===== src/issue_pkg.sv =====
package issue_pkg;

	// Core sizes
	localparam int XLEN           = 32;
	localparam int PREG_COUNT     = 64;
	localparam int RS_DEPTH       = 16;
	localparam int ALU_COUNT      = 2;
	localparam int DISPATCH_WIDTH = 2;

	// RISC-V major opcodes handled by the ALUs
	localparam logic [6:0] OP_IMM = 7'b0010011; // ADDI, ANDI
	localparam logic [6:0] OP_REG = 7'b0110011; // ADD, SUB, XOR, SRA

	localparam logic [2:0] F3_ADD = 3'b000;
	localparam logic [2:0] F3_XOR = 3'b100;
	localparam logic [2:0] F3_SRA = 3'b101;
	localparam logic [2:0] F3_AND = 3'b111;
	localparam logic [6:0] F7_ALT = 7'b0100000; // SUB and SRA variant

	typedef logic [$clog2(PREG_COUNT)-1:0] preg_t;
	typedef logic [3:0] tag_t;
	typedef logic alu_sel_t;

	// One renamed instruction from the front end
	typedef struct packed {
		logic            valid;
		logic [6:0]      opcode;
		logic [2:0]      func3;
		logic [6:0]      func7;
		logic [31:0]     instr;
		preg_t           ps1;
		preg_t           ps2;
		preg_t           pd;
		tag_t            tag;
	} dispatch_t;

	typedef struct packed {
		logic            in_use;
		logic [6:0]      opcode;
		logic [2:0]      func3;
		logic [6:0]      func7;
		logic            is_imm;
		logic [XLEN-1:0] imm;    // Already sign-extended
		preg_t           src1;
		preg_t           src2;
		logic [XLEN-1:0] data1;
		logic [XLEN-1:0] data2;
		logic            rdy1;
		logic            rdy2;
		preg_t           pd;
		tag_t            tag;
		alu_sel_t        alu_sel;
	} rs_entry_t;

	typedef struct packed {
		logic            valid;
		logic [6:0]      opcode;
		logic [2:0]      func3;
		logic [6:0]      func7;
		logic [XLEN-1:0] op_a;
		logic [XLEN-1:0] op_b;
		preg_t           pd;
		tag_t            tag;
	} issue_t;

	typedef struct packed {
		logic            valid;
		preg_t           pd;
		tag_t            tag;
		logic [XLEN-1:0] value;
	} result_t;

endpackage


===== src/dispatch_decode.sv =====
`timescale 1ns/1ps

module dispatch_decode import issue_pkg::*; (
	input  logic      clock,
	input  logic      rst_i,
	input  dispatch_t slot_i [DISPATCH_WIDTH],
	input  logic      accept_i,
	output rs_entry_t entry_o [DISPATCH_WIDTH]
);

	logic                      alu_toggle; // ALU for the next supported instruction
	logic [DISPATCH_WIDTH-1:0] supported;
	alu_sel_t                  next_sel [DISPATCH_WIDTH+1];

	// Only the six ALU operations are kept, everything else is discarded
	function automatic logic is_supported(input dispatch_t s);
		logic ok;
		ok = 1'b0;
		case (s.opcode)
			OP_IMM: ok = (s.func3 == F3_ADD) || (s.func3 == F3_AND);
			OP_REG: begin
				case (s.func3)
					F3_ADD:  ok = (s.func7 == 7'd0) || (s.func7 == F7_ALT);
					F3_XOR:  ok = (s.func7 == 7'd0);
					F3_SRA:  ok = (s.func7 == F7_ALT);
					default: ok = 1'b0;
				endcase
			end
			default: ok = 1'b0;
		endcase
		return ok;
	endfunction

	always_comb begin
		next_sel[0] = alu_toggle;
		for (int k = 0; k < DISPATCH_WIDTH; k++) begin
			supported[k] = slot_i[k].valid && is_supported(slot_i[k]);

			entry_o[k]         = '0; // Operands are filled by the register file
			entry_o[k].in_use  = supported[k];
			entry_o[k].opcode  = slot_i[k].opcode;
			entry_o[k].func3   = slot_i[k].func3;
			entry_o[k].func7   = slot_i[k].func7;
			entry_o[k].is_imm  = (slot_i[k].opcode == OP_IMM);
			entry_o[k].imm     = {{(XLEN-12){slot_i[k].instr[31]}}, slot_i[k].instr[31:20]};
			entry_o[k].src1    = slot_i[k].ps1;
			entry_o[k].src2    = entry_o[k].is_imm ? '0 : slot_i[k].ps2;
			entry_o[k].pd      = slot_i[k].pd;
			entry_o[k].tag     = slot_i[k].tag;
			entry_o[k].alu_sel = next_sel[k];

			// Skip the toggle for discarded slots
			next_sel[k+1] = next_sel[k] ^ supported[k];
		end
	end

	always_ff @(posedge clock) begin
		if (rst_i) begin
			alu_toggle <= 1'b0;
		end else if (accept_i) begin
			alu_toggle <= next_sel[DISPATCH_WIDTH];
		end
	end

endmodule


===== config.mk =====
export PLATFORM = sky130hd
export DESIGN_NAME = dispatch_decode
export DESIGN_NICKNAME = d
export VERILOG_FILES = /design/src/issue_pkg.sv /design/src/dispatch_decode.sv
export SDC_FILE = /design/constraint.sdc
export NUM_CORES = 1
export LEC_CHECK = 0
export BUFFER_PORTS_ARGS = -buffer_cell sky130_fd_sc_hd__buf_2
export CAP_MARGIN = 30
export CORE_AREA = 2 2 166 168
export DETAILED_ROUTE_END_ITERATION = 8
export DIE_AREA = 0 0 168 170
export GPL_TIMING_DRIVEN = 0
export PLACE_DENSITY_LB_ADDON = 0.1
export SETUP_SLACK_MARGIN = 0.02
export SYNTH_ARGS = -nofsm -noshare
export SYNTH_HDL_FRONTEND = slang
export SYNTH_SLANG_ARGS = --single-unit

===== constraint.sdc =====
create_clock -name clock -period 2.6 [get_ports clock]
set_clock_uncertainty 0.15 [all_clocks]
set_input_delay 0.26 -clock clock [delete_from_list [all_inputs] [get_ports clock]]
set_output_delay 0.26 -clock clock [all_outputs]
set_load 0.03 [all_outputs]

Word-level counts from Yosys, hierarchy flattened
Cells that the tools add are included.
Operators by class
  equal/unequal tests: 12
  multiplexer cells: 6
  bitwise logic cells: 2
  reductions and logical operators: 10
Operators with widths (number)
  7-bit by 6-bit == test with 1-bit output, second input constant: 4
  3-bit == test, second input constant: 6
  7-bit by 5-bit == test with 1-bit output, second input constant: 2
  7-bit logical NOT: 2
  6-bit 2-to-1 mux: 2
  3-bit logical NOT: 2
  1-bit one-hot mux with 3 select lines: 2
  1-bit logical OR: 4
  1-bit one-hot mux with 2 select lines: 2
  1-bit logical AND: 2
  1-bit bitwise XOR: 2
Storage, ports and cells
  register bits: 1
  output and inout port bits: 280

Logic depth before layout (Yosys ltp)
Gate-level depths: netlist (run 1).
  depth in word-level cells: 7
  gate-level depth with buffers: 6
  mapped depth without buffers: 5

Least setup slack after synthesis (run 1)
Ideal clock, no wire load.
  path type: input -> output
  start point: in slot_i[67] in the netlist's numbering
  end point: out entry_o[77] in the netlist's numbering
  arrival: 2452 ps
  data required time: 2190 ps
  path slack: -262 ps
  stages on the path: 3
  path through: nor4bb_1 > nor4bb_1 > nor2b_1
RTL lines
  start, declared: line dispatch_decode.sv:6  | input dispatch_t slot_i [DISPATCH_WIDTH],
  end, declared: line dispatch_decode.sv:8  | output rs_entry_t entry_o [DISPATCH_WIDTH]

Worst setup path after layout (run 1)
  start point: in slot_i[130] in the netlist's numbering
  end point: reg alu_toggle
On the way
  cells in the longest elaborated chain, start to end: 7
  elaborated cells between the ends (all ways): 8
  those cells by class: eq/ne: 1; mux: 2; bitwise: 2; reduce/logical: 3
RTL lines
  7-bit by 6-bit == test with 1-bit output or 7-bit logical NOT (tied branches): line dispatch_decode.sv:23, dispatch_decode.sv:25, dispatch_decode.sv:24
  1-bit logical OR: line dispatch_decode.sv:23  | F3_ADD: ok = (s.func7 == 7'd0) || (s.func7 == F7_ALT);
  1-bit one-hot mux with 3 select lines *: line dispatch_decode.sv:22  | case (s.func3)
  1-bit one-hot mux with 2 select lines *: line dispatch_decode.sv:19  | case (s.opcode)
  1-bit logical AND *: line dispatch_decode.sv:37  | supported[k] = slot_i[k].valid && is_supported(slot_i[k]);
  1-bit bitwise XOR * (2 in series): line dispatch_decode.sv:53  | next_sel[k+1] = next_sel[k] ^ supported[k];
  end signal, assigned: line dispatch_decode.sv:61  | alu_toggle <= next_sel[DISPATCH_WIDTH];
  end, declared: line dispatch_decode.sv:11  | logic alu_toggle;
Mark *: on every way between the ends. The rest lies on a longest branch, timed or not.
A chain may end at the register's enable or synchronous reset.

==> results_dict.tcl, run 1 <==
set metrics [dict create \
    cp-end-kind "register" \
    final_net_count 800 \
    min_period_over_period_pct 98.75 \
    power_density_nw_per_um2 242.1 \
    antenna_left 0 \
    path_clk_slew_ns 0 \
    start_util_pct 9.070 \
    final_cell_mix "264 x buf_4, 195 x buf_2, 132 x conb_1" \
    core_um2 26650 \
    post-route-drc-count 0 \
    arrival_ns 2.28 \
    yosys_warnings 0 \
    critPathRequiredTime_ns 2.31 \
    final_common_cell "buf_4" \
    p_leak_uw 0.002746 \
    holdBufCountCts 0 \
    die_w_um 168 \
    rsz0062_at_grt "yes" \
    area_growth_pct 80.75 \
    ys_seq_elements 1 \
    path_max_fanout 3 \
    drt-total-wl_mm 7.508 \
    final-setup-viol-count 0 \
    status "finished, final reports clean" \
    detailed_place_hpwl_mm 7.137 \
    grt_max_degree 22 \
    final_util_pct 16.39 \
    cp_common_cell "buf_6" \
    peakVddDrop_mv 0.05996 \
    cp_slowest_cell "or4_4" \
    fmax_mhz 389.5 \
    grt_pass1_vias 1910 \
    critPathKind "input port to register" \
    yosysTopAreaCellShare_pct 81.99 \
    fin_setup_tns_ns 0 \
    largest_register_ffs 1 \
    crit_chain "buf_6, or4_4, o41ai_4, and4_4, buf_6, mux2i_1, or4_1" \
    largest-register "alu_toggle" \
    io_pins 427 \
    relSlewSlack_pct 50.23 \
    synthTopCellsByArea "buf_4 82%, nor2b_1 3.1%, nor3_1 1.0%, dfxtp_1 0.83%, mux2i_1 0.83%" \
    finalHoldViolCount 0 \
    slowest_delay_ns 0.54 \
    num_vias 2410 \
    place.gp.congestion 0.6477 \
    die_h_um 170 \
    seq_area_frac_synth_pct 0.8282 \
    drive_gt1_share_pct 72.66 \
    first_pass_iters 2 \
    hp-class "input port to register" \
    slew_violations 0 \
    antenna_found_initial 0 \
    rows 60 \
    viasPerCell 2.429 \
    crit_family "simple AND/OR/NAND/NOR gates" \
    overflow 0 \
    crit_buf_inv 2 \
    grt_usage_pct 4.195 \
    port_buffers 198 \
    drv_cap 0 \
    postSynthCellCount 322 \
    avgRoutedWirePerCell_um 7.569 \
    synth_cell_types 33 \
    fin_crit_ns 2.568 \
    avgSynthCellArea_um2 7.507 \
    diodes 0 \
    tightestPinTransition_ns 0.7359 \
    syn_area_um2 2417 \
    clkLatencyLatePin_ns 0 \
    drtIter0Drc 35 \
    grt_first_pass_wirelength_mm 9.798 \
    yosysTopAreaCell "buf_4" \
    reg.largest.list "alu_toggle: 1 flops" \
    critPathLaunchType "input port" \
    dieArea_um2 28560 \
]
==> final cells by class <==
cell class | instances | area, µm²
inverters | 2 | 7.507
well taps | 341 | 426.7
repair buffers | 199 | 1021
plain buffers | 264 | 1982
multi-input cells | 185 | 912.1
fillers | 3098 | 22280
flip-flops and latches | 1 | 20.02
==> synth_stat cells <==
cell type	number
a21bo_2	1
a21boi_0	1
a41oi_1	1
and3_1	2
and3b_1	1
and4_1	1
and4bb_2	1
buf_4	264
buf_6	1
conb_1	1
dfxtp_1	1
inv_1	2
mux2_2	1
mux2i_1	2
nand2_1	2
nand3b_1	2
nand4b_1	1
nor2_1	1
nor2b_1	12
nor3_1	5
nor3b_1	2
nor4_1	3
nor4b_1	1
nor4bb_1	2
o21ai_0	1
o21bai_1	1
o41ai_2	1
or2b_2	2
or3_1	1
or3_2	1
or4_1	2
or4_4	1
xor2_1	1
==> worst paths after layout <==
check	startpoint	end	slack (ns)	cells after the start
setup / recovery	slot_i[130]	alu_toggle$_SDFFE_PP0P_	0.03	7
hold / removal	accept_i	alu_toggle$_SDFFE_PP0P_	0.54	3
setup reg to reg	alu_toggle$_SDFFE_PP0P_	alu_toggle$_SDFFE_PP0P_	0.91	4
hold reg to reg	alu_toggle$_SDFFE_PP0P_	alu_toggle$_SDFFE_PP0P_	0.64	2
==> metal layers <==
layer	vias up	part of all wire, %	track usage (%)	wire length (µm)
li1	1280	-	-	-
met3	0	13	0.9767	982
met1	933	29	3.496	2187
met5	-	0	0	0
met2	197	58	10.01	4337
met4	0	0	0	0
==> what timing repair did <==
item	CTS	global route
setup endpoints to repair	2	2
gates resized for setup	5	4
pin swaps	4	4
setup buffers	1	0
==> cells by family (layout without fill, tap and decap cells) <==
logic type	count (synthesis)	in the layout	synth area share, %
XOR/XNOR	1	1	0.3624
AND/OR/NAND/NOR	43	43	12.32
other	1	132	0.1551
AO/OA/AOI/OAI	6	6	2.278
flip-flops	1	1	0.8282
buffers and inverters	267	465	82.76
multiplexers	3	3	1.294
==> worst min-delay path, cell delays in order <==
cell and delay (ns):
buf_2 0.10, nor3b_1 0.16, or4_1 0.13
==> metrics by stage <==
stage	cells	power (µW)	instance area, µm²	hold WS (ns)	setup WS, ns
2_1_floorplan	453	873.6	2915	0.3825	0.07453
3_3_place_gp	992	1049	4333	0.5574	-0.2558
3_5_place_dp	992	1043	4333	0.5518	-0.2534
4_1_cts	992	1049	4359	0.5459	-0.02928
5_1_grt	992	1114	4369	0.5649	-0.05695
6_report	992	1058	4369	0.5449	0.03244
==> report_power, final <==
part	internal [µW]	total (µW)	switching, µW
clock network	0	0	0
logic	397	1030	637
registers	18.7	24.2	5.50
Power figures use the tool's default switching activity.
==> inputs of run 2 (changes only) <==
==> constraint.sdc (replaced) <==
create_clock -name clock -period 2.6 [get_ports clock]
set_clock_uncertainty 0.15 [all_clocks]
set_input_delay 0.39 -clock clock [delete_from_list [all_inputs] [get_ports clock]]
set_output_delay 0.39 -clock clock [all_outputs]
set_load 0.03 [all_outputs]
==> results_dict.tcl, run 2 (synthesized netlist as in run 1, its figures left out) <==
set metrics [dict create \
    status "finished, violations left" \
    violations "setup timing" \
    grt_pass1_vias 2040 \
    fmax_mhz 356.6 \
    area_growth_pct 82.35 \
    start_util_pct 9.070 \
    p_total_uw 1067 \
    io_pins 427 \
    critPathLaunchType "input port" \
    drt-total-wl_mm 7.627 \
    grt_max_degree 22 \
    placed_area_um2 4339 \
    arrival_ns 2.52 \
    drv_cap 0 \
    grt_first_pass_wirelength_mm 10.50 \
    avgRoutedWirePerCell_um 7.673 \
    holdBufCountCts 0 \
    hold_slack_ns 0.7093 \
    fin_setup_tns_ns -0.3489 \
    final-setup-viol-count 2 \
    dieArea_um2 28560 \
    clkLatencyLatePin_ns 0 \
    drtIter0Drc 13 \
    reg.largest.list "alu_toggle: 1 flops" \
    critPathKind "input port to register" \
    rsz0062_at_grt "yes" \
    largest_register_ffs 1 \
    rows 60 \
    critPathRequiredTime_ns 2.31 \
    peakVddDrop_mv 0.06614 \
    die_h_um 170 \
    min_period_over_period_pct 107.9 \
    die_w_um 168 \
    slew_violations 0 \
    largest-register "alu_toggle" \
    final_area_um2 4408 \
    finalHoldViolCount 0 \
    p_leak_uw 0.002760 \
    num_vias 2445 \
    path_max_fanout 3 \
    setup_ws_ns -0.2042 \
    hp-class "register to register" \
    diodes 0 \
    final_cell_mix "266 x buf_4, 195 x buf_2, 132 x conb_1" \
    detailed_place_hpwl_mm 7.330 \
    final_net_count 802 \
    antenna_left 0 \
    first_pass_iters 2 \
    overflow 0 \
    antenna_found_initial 0 \
    place.gp.congestion 0.6382 \
    cp-end-kind "register" \
    drive_gt1_share_pct 73.05 \
    tightestPinTransition_ns 0.5651 \
    grt_usage_pct 4.501 \
    viasPerCell 2.460 \
    post-route-drc-count 0 \
    power_density_nw_per_um2 242.1 \
    core_um2 26650 \
    fin_crit_ns 2.804 \
    relSlewSlack_pct 62.04 \
    final_common_cell "buf_4" \
    port_buffers 198 \
    path_clk_slew_ns 0 \
]
[run 2: cell count changes in the layout (fill, tap and decap cells not counted), sizes merged]
cell  change
buf       +2
[run 2: metrics by stage]
step                util (%)  std cells  worst slack [ns]
floorplan                  -        453           0.02478
global placement       16.28        992           -0.2761
detailed placement     16.28        992           -0.3087
CTS                    16.44        993           -0.2545
global route           16.54        994           -0.2846
finish                 16.54        994           -0.2042
[run 2: final timing paths]
| kind | slack (ns) | depth (start not counted) | end | start |
|---|---|---|---|---|
| worst max-delay path | -0.20 | 7 | alu_toggle$_SDFFE_PP0P_ | slot_i[127] |
| worst min-delay path | 0.71 | 2 | alu_toggle$_SDFFE_PP0P_ | alu_toggle$_SDFFE_PP0P_ |
| worst max register to register | 0.82 | 4 | alu_toggle$_SDFFE_PP0P_ | alu_toggle$_SDFFE_PP0P_ |
| worst min register to register | 0.71 | 2 | alu_toggle$_SDFFE_PP0P_ | alu_toggle$_SDFFE_PP0P_ |
[run 2: worst max-delay path, cell delays in order]
cell	delay, ns
buf_6	0.09
or4_4	0.53
o41ai_4	0.36
and4_1	0.25
buf_6	0.11
mux2_4	0.29
or4_4	0.48
[run 2: cell type report]
class                   instances  area (µm²)
fillers                      3109       22240
plain buffers                 265        1993
inverters                       2       7.507
well taps                     341       426.7
repair buffers                200        1025
flip-flops and latches          1       20.02
multi-input cells             185       935.9
[run 2: repair_timing]
| action | 4_1_cts | 5_1_grt |
|---|---|---|
| pin swaps | 2 | 2 |
| setup buffers | 1 | 1 |
| cloned | 0 | 0 |
| hold endpoints to repair | 0 | 0 |
| resized for setup | 6 | 3 |
| endpoints found under the setup margin | 2 | 7 |
[run 2: power by group]
group | total (µW) | leakage [µW] | internal, µW | switching [µW]
Sequential | 24.6 | 0.00000812 | 18.7 | 5.90
Clock | 0 | 0 | 0 | 0
Combinational | 1040 | 0.00275 | 401 | 642
Total | 1070 | 0.00276 | 420 | 648
[run 2: metal layers]
layer  share of wire (%)  GRT usage [%]
met3                  15          1.302
met4                   0              0
met1                  26          3.635
met5                   0              0
met2                  59          10.69
