$ cat src/issue_pkg.sv
package issue_pkg;

	// Core sizes
	localparam int XLEN           = 32;
	localparam int PREG_COUNT     = 64;
	localparam int RS_DEPTH       = 16;
	localparam int ALU_COUNT      = 2;
	localparam int DISPATCH_WIDTH = 2;

	// RISC-V major opcodes handled by the ALUs
	localparam logic [6:0] OP_IMM = 7'b0010011; // ADDI, ANDI
	localparam logic [6:0] OP_REG = 7'b0110011; // ADD, SUB, XOR, SRA

	localparam logic [2:0] F3_ADD = 3'b000;
	localparam logic [2:0] F3_XOR = 3'b100;
	localparam logic [2:0] F3_SRA = 3'b101;
	localparam logic [2:0] F3_AND = 3'b111;
	localparam logic [6:0] F7_ALT = 7'b0100000; // SUB and SRA variant

	typedef logic [$clog2(PREG_COUNT)-1:0] preg_t;
	typedef logic [3:0] tag_t;
	typedef logic alu_sel_t;

	// One renamed instruction from the front end
	typedef struct packed {
		logic            valid;
		logic [6:0]      opcode;
		logic [2:0]      func3;
		logic [6:0]      func7;
		logic [31:0]     instr;
		preg_t           ps1;
		preg_t           ps2;
		preg_t           pd;
		tag_t            tag;
	} dispatch_t;

	typedef struct packed {
		logic            in_use;
		logic [6:0]      opcode;
		logic [2:0]      func3;
		logic [6:0]      func7;
		logic            is_imm;
		logic [XLEN-1:0] imm;    // Already sign-extended
		preg_t           src1;
		preg_t           src2;
		logic [XLEN-1:0] data1;
		logic [XLEN-1:0] data2;
		logic            rdy1;
		logic            rdy2;
		preg_t           pd;
		tag_t            tag;
		alu_sel_t        alu_sel;
	} rs_entry_t;

	typedef struct packed {
		logic            valid;
		logic [6:0]      opcode;
		logic [2:0]      func3;
		logic [6:0]      func7;
		logic [XLEN-1:0] op_a;
		logic [XLEN-1:0] op_b;
		preg_t           pd;
		tag_t            tag;
	} issue_t;

	typedef struct packed {
		logic            valid;
		preg_t           pd;
		tag_t            tag;
		logic [XLEN-1:0] value;
	} result_t;

endpackage

$ cat src/alu_unit.sv
`timescale 1ns/1ps

module alu_unit import issue_pkg::*; (
	input  logic    clock,
	input  logic    rst_i,
	input  issue_t  issue_i,
	output result_t result_o
);

	logic [XLEN-1:0] value;

	always_comb begin
		value = '0;
		case (issue_i.opcode)
			OP_REG: begin
				case (issue_i.func3)
					F3_ADD: begin
						if (issue_i.func7 == F7_ALT) begin
							value = issue_i.op_a - issue_i.op_b; // SUB
						end else begin
							value = issue_i.op_a + issue_i.op_b;
						end
					end
					F3_XOR:  value = issue_i.op_a ^ issue_i.op_b;
					F3_SRA:  value = $signed(issue_i.op_a) >>> issue_i.op_b[4:0];
					default: value = '0;
				endcase
			end
			OP_IMM: begin
				case (issue_i.func3)
					F3_ADD:  value = issue_i.op_a + issue_i.op_b; // ADDI
					F3_AND:  value = issue_i.op_a & issue_i.op_b; // ANDI
					default: value = '0;
				endcase
			end
			default: value = '0;
		endcase
	end

	always_ff @(posedge clock) begin
		if (rst_i) begin
			result_o.valid <= 1'b0;
		end else begin
			result_o.valid <= issue_i.valid;
		end
		result_o.pd    <= issue_i.pd;
		result_o.tag   <= issue_i.tag;
		result_o.value <= value;
	end

endmodule

$ cat config.mk
export PLATFORM = sky130hd
export DESIGN_NAME = alu_unit
export DESIGN_NICKNAME = d
export VERILOG_FILES = /design/src/issue_pkg.sv /design/src/alu_unit.sv
export SDC_FILE = /design/constraint.sdc
export NUM_CORES = 1
export LEC_CHECK = 0
export BUFFER_PORTS_ARGS = -buffer_cell sky130_fd_sc_hd__buf_2
export CAP_MARGIN = 20
export CELL_PAD_IN_SITES_DETAIL_PLACEMENT = 1
export CELL_PAD_IN_SITES_GLOBAL_PLACEMENT = 2
export CORE_AREA = 2 2 153 155
export CTS_BUF_LIST = sky130_fd_sc_hd__clkbuf_8 sky130_fd_sc_hd__clkbuf_16
export DETAILED_ROUTE_END_ITERATION = 16
export DIE_AREA = 0 0 155 157
export PLACE_DENSITY = 0.82
export SYNTH_ARGS = -nofsm -noshare
export SYNTH_HDL_FRONTEND = slang
export SYNTH_SLANG_ARGS = --single-unit
$ cat constraint.sdc
create_clock -name clock -period 3.98 [get_ports clock]
set_input_delay 0.398 -clock clock [delete_from_list [all_inputs] [get_ports clock]]
set_output_delay 0.398 -clock clock [all_outputs]
set_load 0.01 [all_outputs]
======== Word-level counts from Yosys, hierarchy flattened ========
Index checks and enable logic that the tools add are counted.
cells by class
  shifts and indexed selects .............. 1
  reductions and logical operators ........ 1
  $add $sub $neg .......................... 2
  bitwise gates (word level) .............. 2
  mux-type cells .......................... 4
  equality and inequality tests ........... 6
operator list
  kind                                            number
  case mux 32 bit (2 select lines)                2
  case mux 32 bit (3 select lines)                1
  adder 32 bit                                    1
  AND 32 bit                                      1
  two-way mux 32 bit                              1
  >>> shifter 32 x 5 -> 32 bit                    1
  subtractor 32 bit                               1
  bitwise XOR 32 bit                              1
  == test 7 x 6 -> 1 bit (second input constant)  2
  == test 3 bit (second input constant)           3
  == test 7 x 5 -> 1 bit (second input constant)  1
  logical NOT 3 bit                               1
word-level totals
  word-level logic and storage cells ...... 20
  bits of input ports ..................... 94
  output and inout bits ................... 43
  register bits after elaboration ......... 43

======== Logic depth before layout (Yosys ltp) ========
Gate-level depths: netlist (run 1).
  depth after elaboration ................. 4
  gate-level depth with buffers ........... 14
  gate-level depth less buffers ........... 12

======== Worst setup path before layout (run 1) ========
No wires, ideal clock.
  kind .................................... input port to flip-flop
  start point ............................. in issue_i[13] (netlist bit)
  end point ............................... reg result_o[27] (netlist bit)
  path slack .............................. 0.492 ns
  library setup time ...................... 0.120 ns
  arrival ................................. 3.369 ns
  data required time ...................... 3.860 ns
  stages .................................. 14
  buffers on the path ..................... 3
  path through ............................ inv_1 > clkbuf_1 > buf_1 > ha_1 > clkbuf_1 > nor2_1 > a221oi_1 > a211oi_1 > o31a_1 > o31ai_2 > o31a_1 > o22ai_2 > xnor2_1 > a211o_1
on the way
  longest elaborated chain between the ends .. 4
  elaborated cells on any way between the ends .. 7
  those cells by class .................... add/sub: 2; shift: 1; mux: 4
RTL lines
  what                                               RTL line                                        RTL
  start, declared                                    alu_unit.sv:6                                   input issue_t issue_i,
  adder 32 bit or subtractor 32 bit (tied branches)  alu_unit.sv:21, alu_unit.sv:31, alu_unit.sv:19
  two-way mux 32 bit                                 alu_unit.sv:18                                  if (issue_i.func7 == F7_ALT) begin
  case mux 32 bit (3 select lines)                   alu_unit.sv:16                                  case (issue_i.func3)
  case mux 32 bit (2 select lines) *                 alu_unit.sv:14                                  case (issue_i.opcode)
  net value[27]                                      alu_unit.sv:10                                  logic [XLEN-1:0] value;
  end, declared                                      alu_unit.sv:7                                   output result_t result_o
Mark *: on every way through the listed nets, which the timed path passes. The rest lies on a longest branch.
A chain may end at the register's enable or synchronous reset.

======== Final worst setup path (run 1) ========
  start point ............................. in issue_i[42] (netlist bit)
  end point ............................... reg result_o[28] (netlist bit)
The elaborated chain is that of the path after synthesis.

==> results of run 1 <==
[layout by cell type, fill, tap and decap left out, types with 24 or more instances in the layout]
cell,synthesis,routed
buf_2,8,136
xnor2_1,37,37
a21oi_1,82,82
a22oi_1,24,24
mux4_2,31,31
inv_1,59,59
o21ai_0,46,46
ha_1,64,64
buf_4,1,35
dfxtp_1,43,43
nand2_1,102,102
nor2_1,90,90
[layout make-up]
class,count,share of cell area
repair buffers,171,0.111
inverters,71,0.0313
flip-flops and latches,43,0.101
multi-input cells,810,0.695
clock buffers,6,0.0163
clock inverters,2,0.00411
well taps,285,0.0419
[power breakdown]
part	switching, W	internal (W)	leakage, nW
Sequential	0.00000411	0.000444	0.352
Combinational	0.000649	0.000400	3.28
Clock	0.000216	0.000314	0.0868
[critical path: stages]
cell and delay [ns]:
buf_2 0.10, inv_1 0.06, ha_1 0.20, fa_1 0.41, nand3b_1 0.21, a211oi_1 0.46
o21ai_1 0.22, a31oi_1 0.34, o41ai_2 0.19, nor4b_1 0.53, nor2_1 0.13, a221oi_1 0.31
o21ai_1 0.12
[cells by family (layout without fill, tap and decap cells)]
group,Yosys count,count (layout),synth area share
AND/OR/NAND/NOR,296,296,0.186
XOR/XNOR,38,38,0.0454
adder cells (fa/ha/maj),66,66,0.115
AO/OA/AOI/OAI,353,353,0.329
flip-flops,43,43,0.117
multiplexers,57,57,0.132
buffers and inverters,141,250,0.0751
[metrics by stage]
step | total power, W | setup WS, ns | area (sq um)
after floorplan | 0.00114 | 0.492 | 7330
after global placement | 0.00147 | 0.317 | 8340
after detailed placement | 0.00148 | 0.247 | 8340
after CTS | 0.00202 | 0.554 | 8520
after global routing | 0.00214 | 0.264 | 8520
final | 0.00203 | 0.496 | 8520
[synth_stat cells (6+ instances only)]
master	number	share of area
nand3_1	12	0.0082
ha_1	64	0.11
nand2_1	102	0.052
a21o_1	21	0.022
and2_1	7	0.0060
o211ai_1	13	0.013
nor2b_1	13	0.011
mux4_2	31	0.095
or3_1	6	0.0051
o21ai_0	46	0.031
a21oi_1	82	0.056
a221oi_1	9	0.011
dfxtp_1	43	0.12
buf_2	8	0.0055
nand2b_1	6	0.0051
o21ai_1	21	0.014
inv_2	10	0.0051
nor3_1	22	0.015
xnor2_1	37	0.044
mux2i_1	20	0.027
clkbuf_1	57	0.029
a211oi_1	22	0.023
o22ai_1	19	0.016
o21bai_1	13	0.013
o31ai_1	11	0.011
a31oi_1	8	0.0068
a22oi_1	24	0.025
and3_1	9	0.0077
o221ai_1	11	0.013
or2_2	7	0.0060
nor2_1	90	0.046
inv_1	59	0.030
[final timing paths]
path | from | endpoint | slack [ns] | depth (start not counted)
worst max-delay path | issue_i[42] | result_o[28]$_DFF_P_ | 0.50 | 13
worst min-delay path | issue_i[1] | result_o[33]$_DFF_P_ | 0.20 | 1
[routing by layer]
metal	track usage	wire [um]	vias to the layer above
li1	-	-	3906
met1	0.368	14600	4267
met2	0.440	15400	366
met3	0.0344	2230	71
met4	0.101	1100	0
met5	0	0	-
==> run summary, run 1 <==
Status - finished clean
Final worst path period need - 3.48 ns
CP Class - input port to flip-flop
FP Rows - 55
P_leak - 3.72 nW
Setup Total Neg Slack - 0 ns
Core area - 22500 sq um
Sequential fraction of the synthesis area - 0.117
Hold Path Class - input port to flip-flop
Clock root buffer - clkbuf_16
CTS tree - built
Syn Nets - 1154
Overall Global Routing Usage - 0.271
RSZ-0062 raised after global routing - false
Hpwl dp - 26200 um
Yosys warns - 0
Largest net degree at the start of global routing - 37
Finished Layout Cells - 1388
Wirelength per Cell - 24.0 um
Post-synth ARST share - 0
Largest regs - result_o x43
Core Util, Final - 0.378
Yosys cell types - 83
Most flops, register - result_o
Worst rel slew slack - 0.387
Share of layout cells above drive strength 1 - 0.221
Total CTS buffers - 5
Drt pass-1 iters - 5
Initial antenna violation count - 0
Synthesized cell area - 7330 sq um
Layout fillers - 2821
GRT Residual Overflow - 0
Final Cycle Share - 0.875
Area grow syn2layout - 16.2%
Least-Margin Pin Slew - 0.916 ns
Vias per inst - 6.20
Routed Antenna Nets - 0
Die Height - 157 um
Clock Tree Buf Depth - 2
Drt drc - 0
RD Place Congestion - 0.927
Peak supply drop - 146 uV
Worst Setup End Kind - flip-flop
Max FFs per register - 43
First-pass GRT wire length - 50900 um
MaxCap Viol Count - 0
WHS - 0.195 ns
Buffers on Ports - 136
CTS resizes - 0
Fmax - 287 MHz
Max-slew violations - 0
Post-layout nets - 1262
Setup Fix Bufs, Post-CTS - 0
Critical Path AT - 3.68 ns
Die X-Extent - 155 um
DIE AREA - 24300 sq um
Clk pin slew, worst setup/hold paths - 0.08 ns
Number of global-route vias before repair - 8546
H-tree Lvls - 2
P per Cell Area - 238 nW/um^2
Register area - 861 sq um
Crit Path Max Fanout - 4
CTS Sinks - 43
Hold Fails Final Rpt - 0
I/O Pins - 137
Seq cells post-synth - 43
Drt first-iter violations - 689
Initial Util - 0.326
Startpoint types - input port
Placed cells - 1380
Drt total wl - 33300 um
Endpoints failing setup - 0
Worst endpoint required time - 4.18 ns
Synth Instances - 994
Vias - 8610
Count of flip-flops with a built-in enable after synthesis - 0
Footprint of the multi-input gates - 5920 sq um
N_diodes - 0
Most common flop cell mapped by yosys - dfxtp_1
Synthesized area per cell - 7.37 sq um
Post-cts hold buffer count - 0
No activity file was read; power rests on OpenSTA's default activity.
==> inputs of run 2 (changes only) <==
--- a/config.mk
+++ b/config.mk
@@ -9,10 +9,10 @@
 export CAP_MARGIN = 20
 export CELL_PAD_IN_SITES_DETAIL_PLACEMENT = 1
 export CELL_PAD_IN_SITES_GLOBAL_PLACEMENT = 2
-export CORE_AREA = 2 2 153 155
+export CORE_AREA = 2 2 116 203
 export CTS_BUF_LIST = sky130_fd_sc_hd__clkbuf_8 sky130_fd_sc_hd__clkbuf_16
 export DETAILED_ROUTE_END_ITERATION = 16
-export DIE_AREA = 0 0 155 157
+export DIE_AREA = 0 0 118 205
 export PLACE_DENSITY = 0.82
 export SYNTH_ARGS = -nofsm -noshare
 export SYNTH_HDL_FRONTEND = slang
==> run 2 against run 1 <==
Against the previous run: count of clock-buffer cells in the layout fell by 1; non-clock buffer count rose by 9; final area rose by 1.3%; first-iteration DRC count fell by 24%; global-route usage rose by 1.5 points; largest cell class unchanged.
==> run summary, run 2 (synthesis gave the netlist of run 1 again) <==
Most flops, register - result_o
P_sw - 0.000903 W (+4.0%)
Die Height - 205 um (+31%)
Number of global-route vias before repair - 8968 (+4.9%)
Share of layout cells above drive strength 1 - 0.228 (+0.00630)
Hold Fails Final Rpt - 0 (unchanged)
Die X-Extent - 118 um (-24%)
Hold Crit Depth - 1 (unchanged)
Clock Tree Buf Depth - 2 (unchanged)
Setup Fix Bufs, Post-CTS - 0 (unchanged)
Layout fillers - 2911 (+3.2%)
Drt total wl - 34900 um (+4.7%)
Max FFs per register - 43 (unchanged)
Worst endpoint required time - 4.18 ns (about the same)
P_leak - 3.77 nW (+1.4%)
Buffers on Ports - 136 (unchanged)
Setup Total Neg Slack - 0 ns (unchanged)
H-tree Lvls - 2 (unchanged)
Post-layout nets - 1271 (+0.71%)
Clock root buffer - clkbuf_16
Final Instance Area - 8630 sq um (+1.3%)
P per Cell Area - 246 nW/um^2 (+3.2%)
Crit-path cells - buf_2, buf_4, fa_1, nand3b_1, a211oi_1, o21ai_1, a31oi_1, o41ai_2, nor4b_1, buf_4, nor2_1, a221oi_1, o21ai_1
I/O Pins - 137 (unchanged)
Hold Crit Start - issue_i[5]
Worst Hold End - result_o[37]$_DFF_P_
Hpwl dp - 28200 um (+7.6%)
GRT Residual Overflow - 0 (unchanged)
Fmax - 284 MHz (-1.2%)
CP peak stage delay - 0.53 ns (about the same)
Most common cell after layout, fill and taps aside - buf_2
Core Util, Final - 0.382 (+0.00386)
MaxCap Viol Count - 0 (unchanged)
First-pass GRT wire length - 52900 um (+3.9%)
Crit Path Max Fanout - 13 (+9)
RD Place Congestion - 0.952 (+2.7%)
Largest regs - result_o x43
Final Cycle Share - 0.886 (+0.0108)
Vias - 8691 (+0.94%)
Area grow syn2layout - 17.7%
Clk pin slew, worst setup/hold paths - 0.09 ns (about the same)
Drt first-iter violations - 525 (-24%)
Initial antenna violation count - 0 (unchanged)
Max-slew violations - 0 (unchanged)
Overall Global Routing Usage - 0.286 (+0.0152)
Status - finished clean
CTS tree - built
Routed Antenna Nets - 0 (unchanged)
WHS - 0.175 ns (-0.0200 ns)
Total CTS buffers - 5 (unchanged)
Vias per inst - 6.16 (-0.77%)
Worst slack, placed - 0.235 ns (-0.0115 ns)
Hold Path Class - input port to flip-flop
FP Rows - 73 (+33%)
Worst rel slew slack - 0.370 (-0.0173)
Post-cts hold buffer count - 0 (unchanged)
Most frequent cells in the layout - buf_2, nand2_1, nor2_1, a21oi_1, ha_1
Drt drc - 0 (unchanged)
WP buf/inv - 3 (+1)
Startpoint types - input port
Comb power frac - 0.499 (-0.018)
Largest net degree at the start of global routing - 37 (unchanged)
Critical Path AT - 3.73 ns (+0.05 ns)
N_diodes - 0 (unchanged)
Worst Setup End Kind - flip-flop
Final worst path period need - 3.53 ns (+0.0428 ns)
Sw Share - 0.426 (-0.00245)
Core area - 22600 sq um (+0.26%)
Seq pwr share - 0.212 (-0.009)
Clock power share - 0.289 (+0.028)
CP Class - input port to flip-flop
Least-Margin Pin Slew - 0.942 ns (+0.0259 ns)
Setup ws final - 0.453 ns (-0.0428 ns)
Placed instance area - 8430 sq um (+1.0%)
DIE AREA - 24200 sq um (-0.60%)
RSZ-0062 raised after global routing - false
Endpoints failing setup - 0 (unchanged)
Initial Util - 0.325 (-0.000831)
CTS Sinks - 43 (unchanged)
Wirelength per Cell - 24.7 um (+2.9%)
Slowest-stage cell, CP - a211oi_1
CTS resizes - 0 (unchanged)
Drt pass-1 iters - 5 (unchanged)
Internal power - 0.00122 W (+5.0%)
Peak supply drop - 248 uV (+70%)
Worst path top cell family by delay - compound AO/OA/AOI/OAI gates
[run 2: cell count changes in the layout (fill, tap and decap cells not counted)]
cell	delta
bufinv_16	+1
clkbuf_8	-1
buf_4	+9
clkinv_2	-1
inv_8	+1
[run 2: worst max path at each step]
stage                                       to   startpoint  cells after the start
after CTS                 result_o[28]$_DFF_P_  issue_i[11]                     13
final                     result_o[28]$_DFF_P_  issue_i[11]                     13
after global routing      result_o[28]$_DFF_P_  issue_i[42]                     14
after global placement    result_o[28]$_DFF_P_  issue_i[11]                     13
after floorplan           result_o[27]$_DFF_P_  issue_i[13]                     14
after detailed placement  result_o[28]$_DFF_P_  issue_i[11]                     13
[run 2: metal layers]
metal,vias up,share of wire,global-route usage
met2,384,0.52,0.538
met5,-,0,0
met3,132,0.043,0.0253
li1,3917,-,-
met1,4258,0.35,0.294
met4,0,0.080,0.206
[run 2: cell type report]
cell class,count,area [sq um],share of cell area
timing repair buffer,180,1010,0.117
inverter,71,267,0.0309
tap,300,375,0.0435
clock buffer,5,125,0.0145
sequential,43,861,0.0998
clock inverter,3,71.3,0.00827
multi-input combinational,810,5920,0.686
[run 2: power by group through the flow]
stage / registers, W / logic, W / clock network, W
after global routing: 0.000451 / 0.00114 / 0.000634
after CTS: 0.000449 / 0.00105 / 0.000620
after detailed placement: 0.000459 / 0.00104 / 0
final: 0.000449 / 0.00106 / 0.000611
after floorplan: 0.000465 / 0.000676 / 0
after global placement: 0.000459 / 0.00103 / 0
[run 2: per-stage QoR]
stage / cells / total power [W]
finish: 1412 / 0.00212
global route: 1412 / 0.00223
CTS: 1412 / 0.00212
detailed placement: 1404 / 0.00150
global placement: 1404 / 0.00149
floorplan: 994 / 0.00114
==> inputs of run 3 (changes only) <==
==> constraint.sdc (replaced) <==
create_clock -name clock -period 3.98 [get_ports clock]
set_input_delay 0.796 -clock clock [delete_from_list [all_inputs] [get_ports clock]]
set_output_delay 0.796 -clock clock [all_outputs]
set_load 0.01 [all_outputs]
==> run 3 against run 2 <==
Against the previous run: first-iteration DRC count is 6.9% lower; maximum frequency down 4.2%; die area unchanged; worst setup slack got worse by 0.16 ns; non-clock buffer count is 16 higher; power is 2.6% lower; clock power shrank 14%; sequential power about the same; global-route usage is 0.50 points higher; flip-flop and latch count unchanged; wire length up 1.6%.
==> run summary, run 3 (synthesis gave the netlist of run 1 again) <==
Most frequent cells in the layout - buf_2, nand2_1, nor2_1, a21oi_1, ha_1
Die X-Extent - 118 um (unchanged)
H-tree Lvls - 2 (unchanged)
Clock Tree Buf Depth - 2 (unchanged)
Share of layout cells above drive strength 1 - 0.238 (+0.0110)
Hpwl dp - 28800 um (+1.9%)
Number of global-route vias before repair - 8985 (+0.19%)
Vias - 8683 (-0.092%)
MaxCap Viol Count - 0 (unchanged)
Status - finished clean
Final worst path period need - 3.68 ns (+0.155 ns)
P per Cell Area - 237 nW/um^2 (-3.7%)
Placed cells - 1420 (+1.1%)
Drt first-iter violations - 489 (-6.9%)
Area grow syn2layout - 19.0%
First-pass GRT wire length - 53500 um (+1.2%)
RSZ-0062 raised after global routing - false
P_leak - 3.84 nW (+1.7%)
Worst Setup End Kind - flip-flop
Drt total wl - 35500 um (+1.6%)
Final Cycle Share - 0.925 (+0.0389)
CTS tree - built
Worst rel slew slack - 0.356 (-0.0142)
Least-Margin Pin Slew - 0.963 ns (+0.0213 ns)
Crit-path cells - buf_2, ha_1, inv_1, fa_1, o21bai_1, nand3_1, a211oi_1, buf_4, o31ai_1, buf_4, a32oi_2, buf_4, a311o_1, a211oi_1, a211oi_1, o21ai_1
FP Rows - 73 (unchanged)
Crit Path Max Fanout - 7 (-6)
DR WL met2 - 18700 um (+2.5%)
Hold Path Class - input port to flip-flop
Comb power frac - 0.528 (+0.029)
Clk pin slew, worst setup/hold paths - 0.08 ns (about the same)
Buffers on Ports - 136 (unchanged)
Worst endpoint required time - 4.18 ns (about the same)
Internal power - 0.00117 W (-3.8%)
Drt drc - 0 (unchanged)
RD Place Congestion - 0.969 (+1.8%)
Finished Layout Cells - 1428 (+1.1%)
Clock root buffer - clkbuf_16
Clock power share - 0.254 (-0.035)
Critical Path AT - 3.88 ns (+0.15 ns)
WL met3 - 1460 um (-2.3%)
Most common cell after layout, fill and taps aside - buf_2
Max FFs per register - 43 (unchanged)
Initial Util - 0.325 (unchanged)
Peak supply drop - 206 uV (-17%)
Most flops, register - result_o
Drt pass-1 iters - 5 (unchanged)
Total CTS buffers - 5 (unchanged)
Routed Antenna Nets - 0 (unchanged)
Setup Fix Bufs, Post-CTS - 0 (unchanged)
Vias per inst - 6.08 (-1.2%)
Largest net degree at the start of global routing - 37 (unchanged)
P_sw - 0.000893 W (-1.1%)
Max-slew violations - 0 (unchanged)
Overall Global Routing Usage - 0.291 (+0.00504)
CP peak stage delay - 0.41 ns (-0.12 ns)
Top sig layer - met4
CTS resizes - 0 (unchanged)
CP Class - input port to flip-flop
Post-cts hold buffer count - 0 (unchanged)
Die Height - 205 um (unchanged)
N_diodes - 0 (unchanged)
Core area - 22600 sq um (unchanged)
Endpoints failing setup - 0 (unchanged)
CTS Sinks - 43 (unchanged)
Sw Share - 0.433 (+0.00686)
Post-layout nets - 1287 (+1.3%)
DIE AREA - 24200 sq um (unchanged)
GRT Residual Overflow - 0 (unchanged)
Initial antenna violation count - 0 (unchanged)
Setup Total Neg Slack - 0 ns (unchanged)
Slowest-stage cell, CP - fa_1
Startpoint types - input port
I/O Pins - 137 (unchanged)
Hold Fails Final Rpt - 0 (unchanged)
M1 WL - 12500 um (+1.4%)
Largest regs - result_o x43
Seq pwr share - 0.218 (+0.006)
Wirelength per Cell - 24.9 um (+0.49%)
Fmax - 272 MHz (-4.2%)
[run 3: cell types whose count changed in the layout (fill, tap and decap cells not counted)]
cell,previous run,this run
buf_4,44,60
bufinv_16,2,1
clkinvlp_4,0,1
inv_6,0,1
inv_8,1,0
[run 3: power by group through the flow]
stage	Sequential [W]	Combinational, W	Clock [W]
after CTS	0.000449	0.00108	0.000539
after global routing	0.000450	0.00117	0.000558
after detailed placement	0.000459	0.00107	0
after floorplan	0.000465	0.000676	0
final	0.000449	0.00109	0.000525
after global placement	0.000459	0.00106	0
[run 3: layer usage]
metal  vias to the layer above  GRT usage
met2                       329      0.548
li1                       3949          -
met1                      4282      0.295
met3                       123     0.0312
met5                         -          0
met4                         0      0.211
[run 3: through the flow]
step | util | hold slack, ns | cell area (sq um) | setup WS [ns] | total power [W]
floorplan | - | 0.824 | 7330 | 0.0937 | 0.00114
global placement | 0.379 | 0.898 | 8550 | 0.111 | 0.00151
detailed placement | 0.379 | 0.900 | 8550 | 0.0375 | 0.00153
CTS | 0.387 | 0.575 | 8720 | 0.366 | 0.00206
global route | 0.387 | 0.574 | 8720 | 0.111 | 0.00218
finish | 0.387 | 0.580 | 8720 | 0.298 | 0.00206
[run 3: worst paths after layout]
check,end,depth (start not counted),start
setup / recovery,result_o[30]$_DFF_P_,16,issue_i[10]
hold / removal,result_o[32]$_DFF_P_,1,issue_i[0]
[run 3: critical path, delay by kind of cell]
family | cells | cell delay [ns]
buffers and inverters | 5 | 0.68
AO/OA/AOI/OAI | 8 | 1.54
adder cells (fa/ha/maj) | 2 | 0.62
AND/OR/NAND/NOR | 1 | 0.22
[run 3: cell type report]
| type | count | area [sq um] |
|---|---|---|
| well taps | 300 | 375 |
| clock buffers | 5 | 125 |
| flip-flops and latches | 43 | 861 |
| multi-input cells | 810 | 5920 |
| fillers | 2897 | 13800 |
| repair buffers | 196 | 1130 |
| clock inverters | 3 | 46.3 |
| inverters | 71 | 267 |
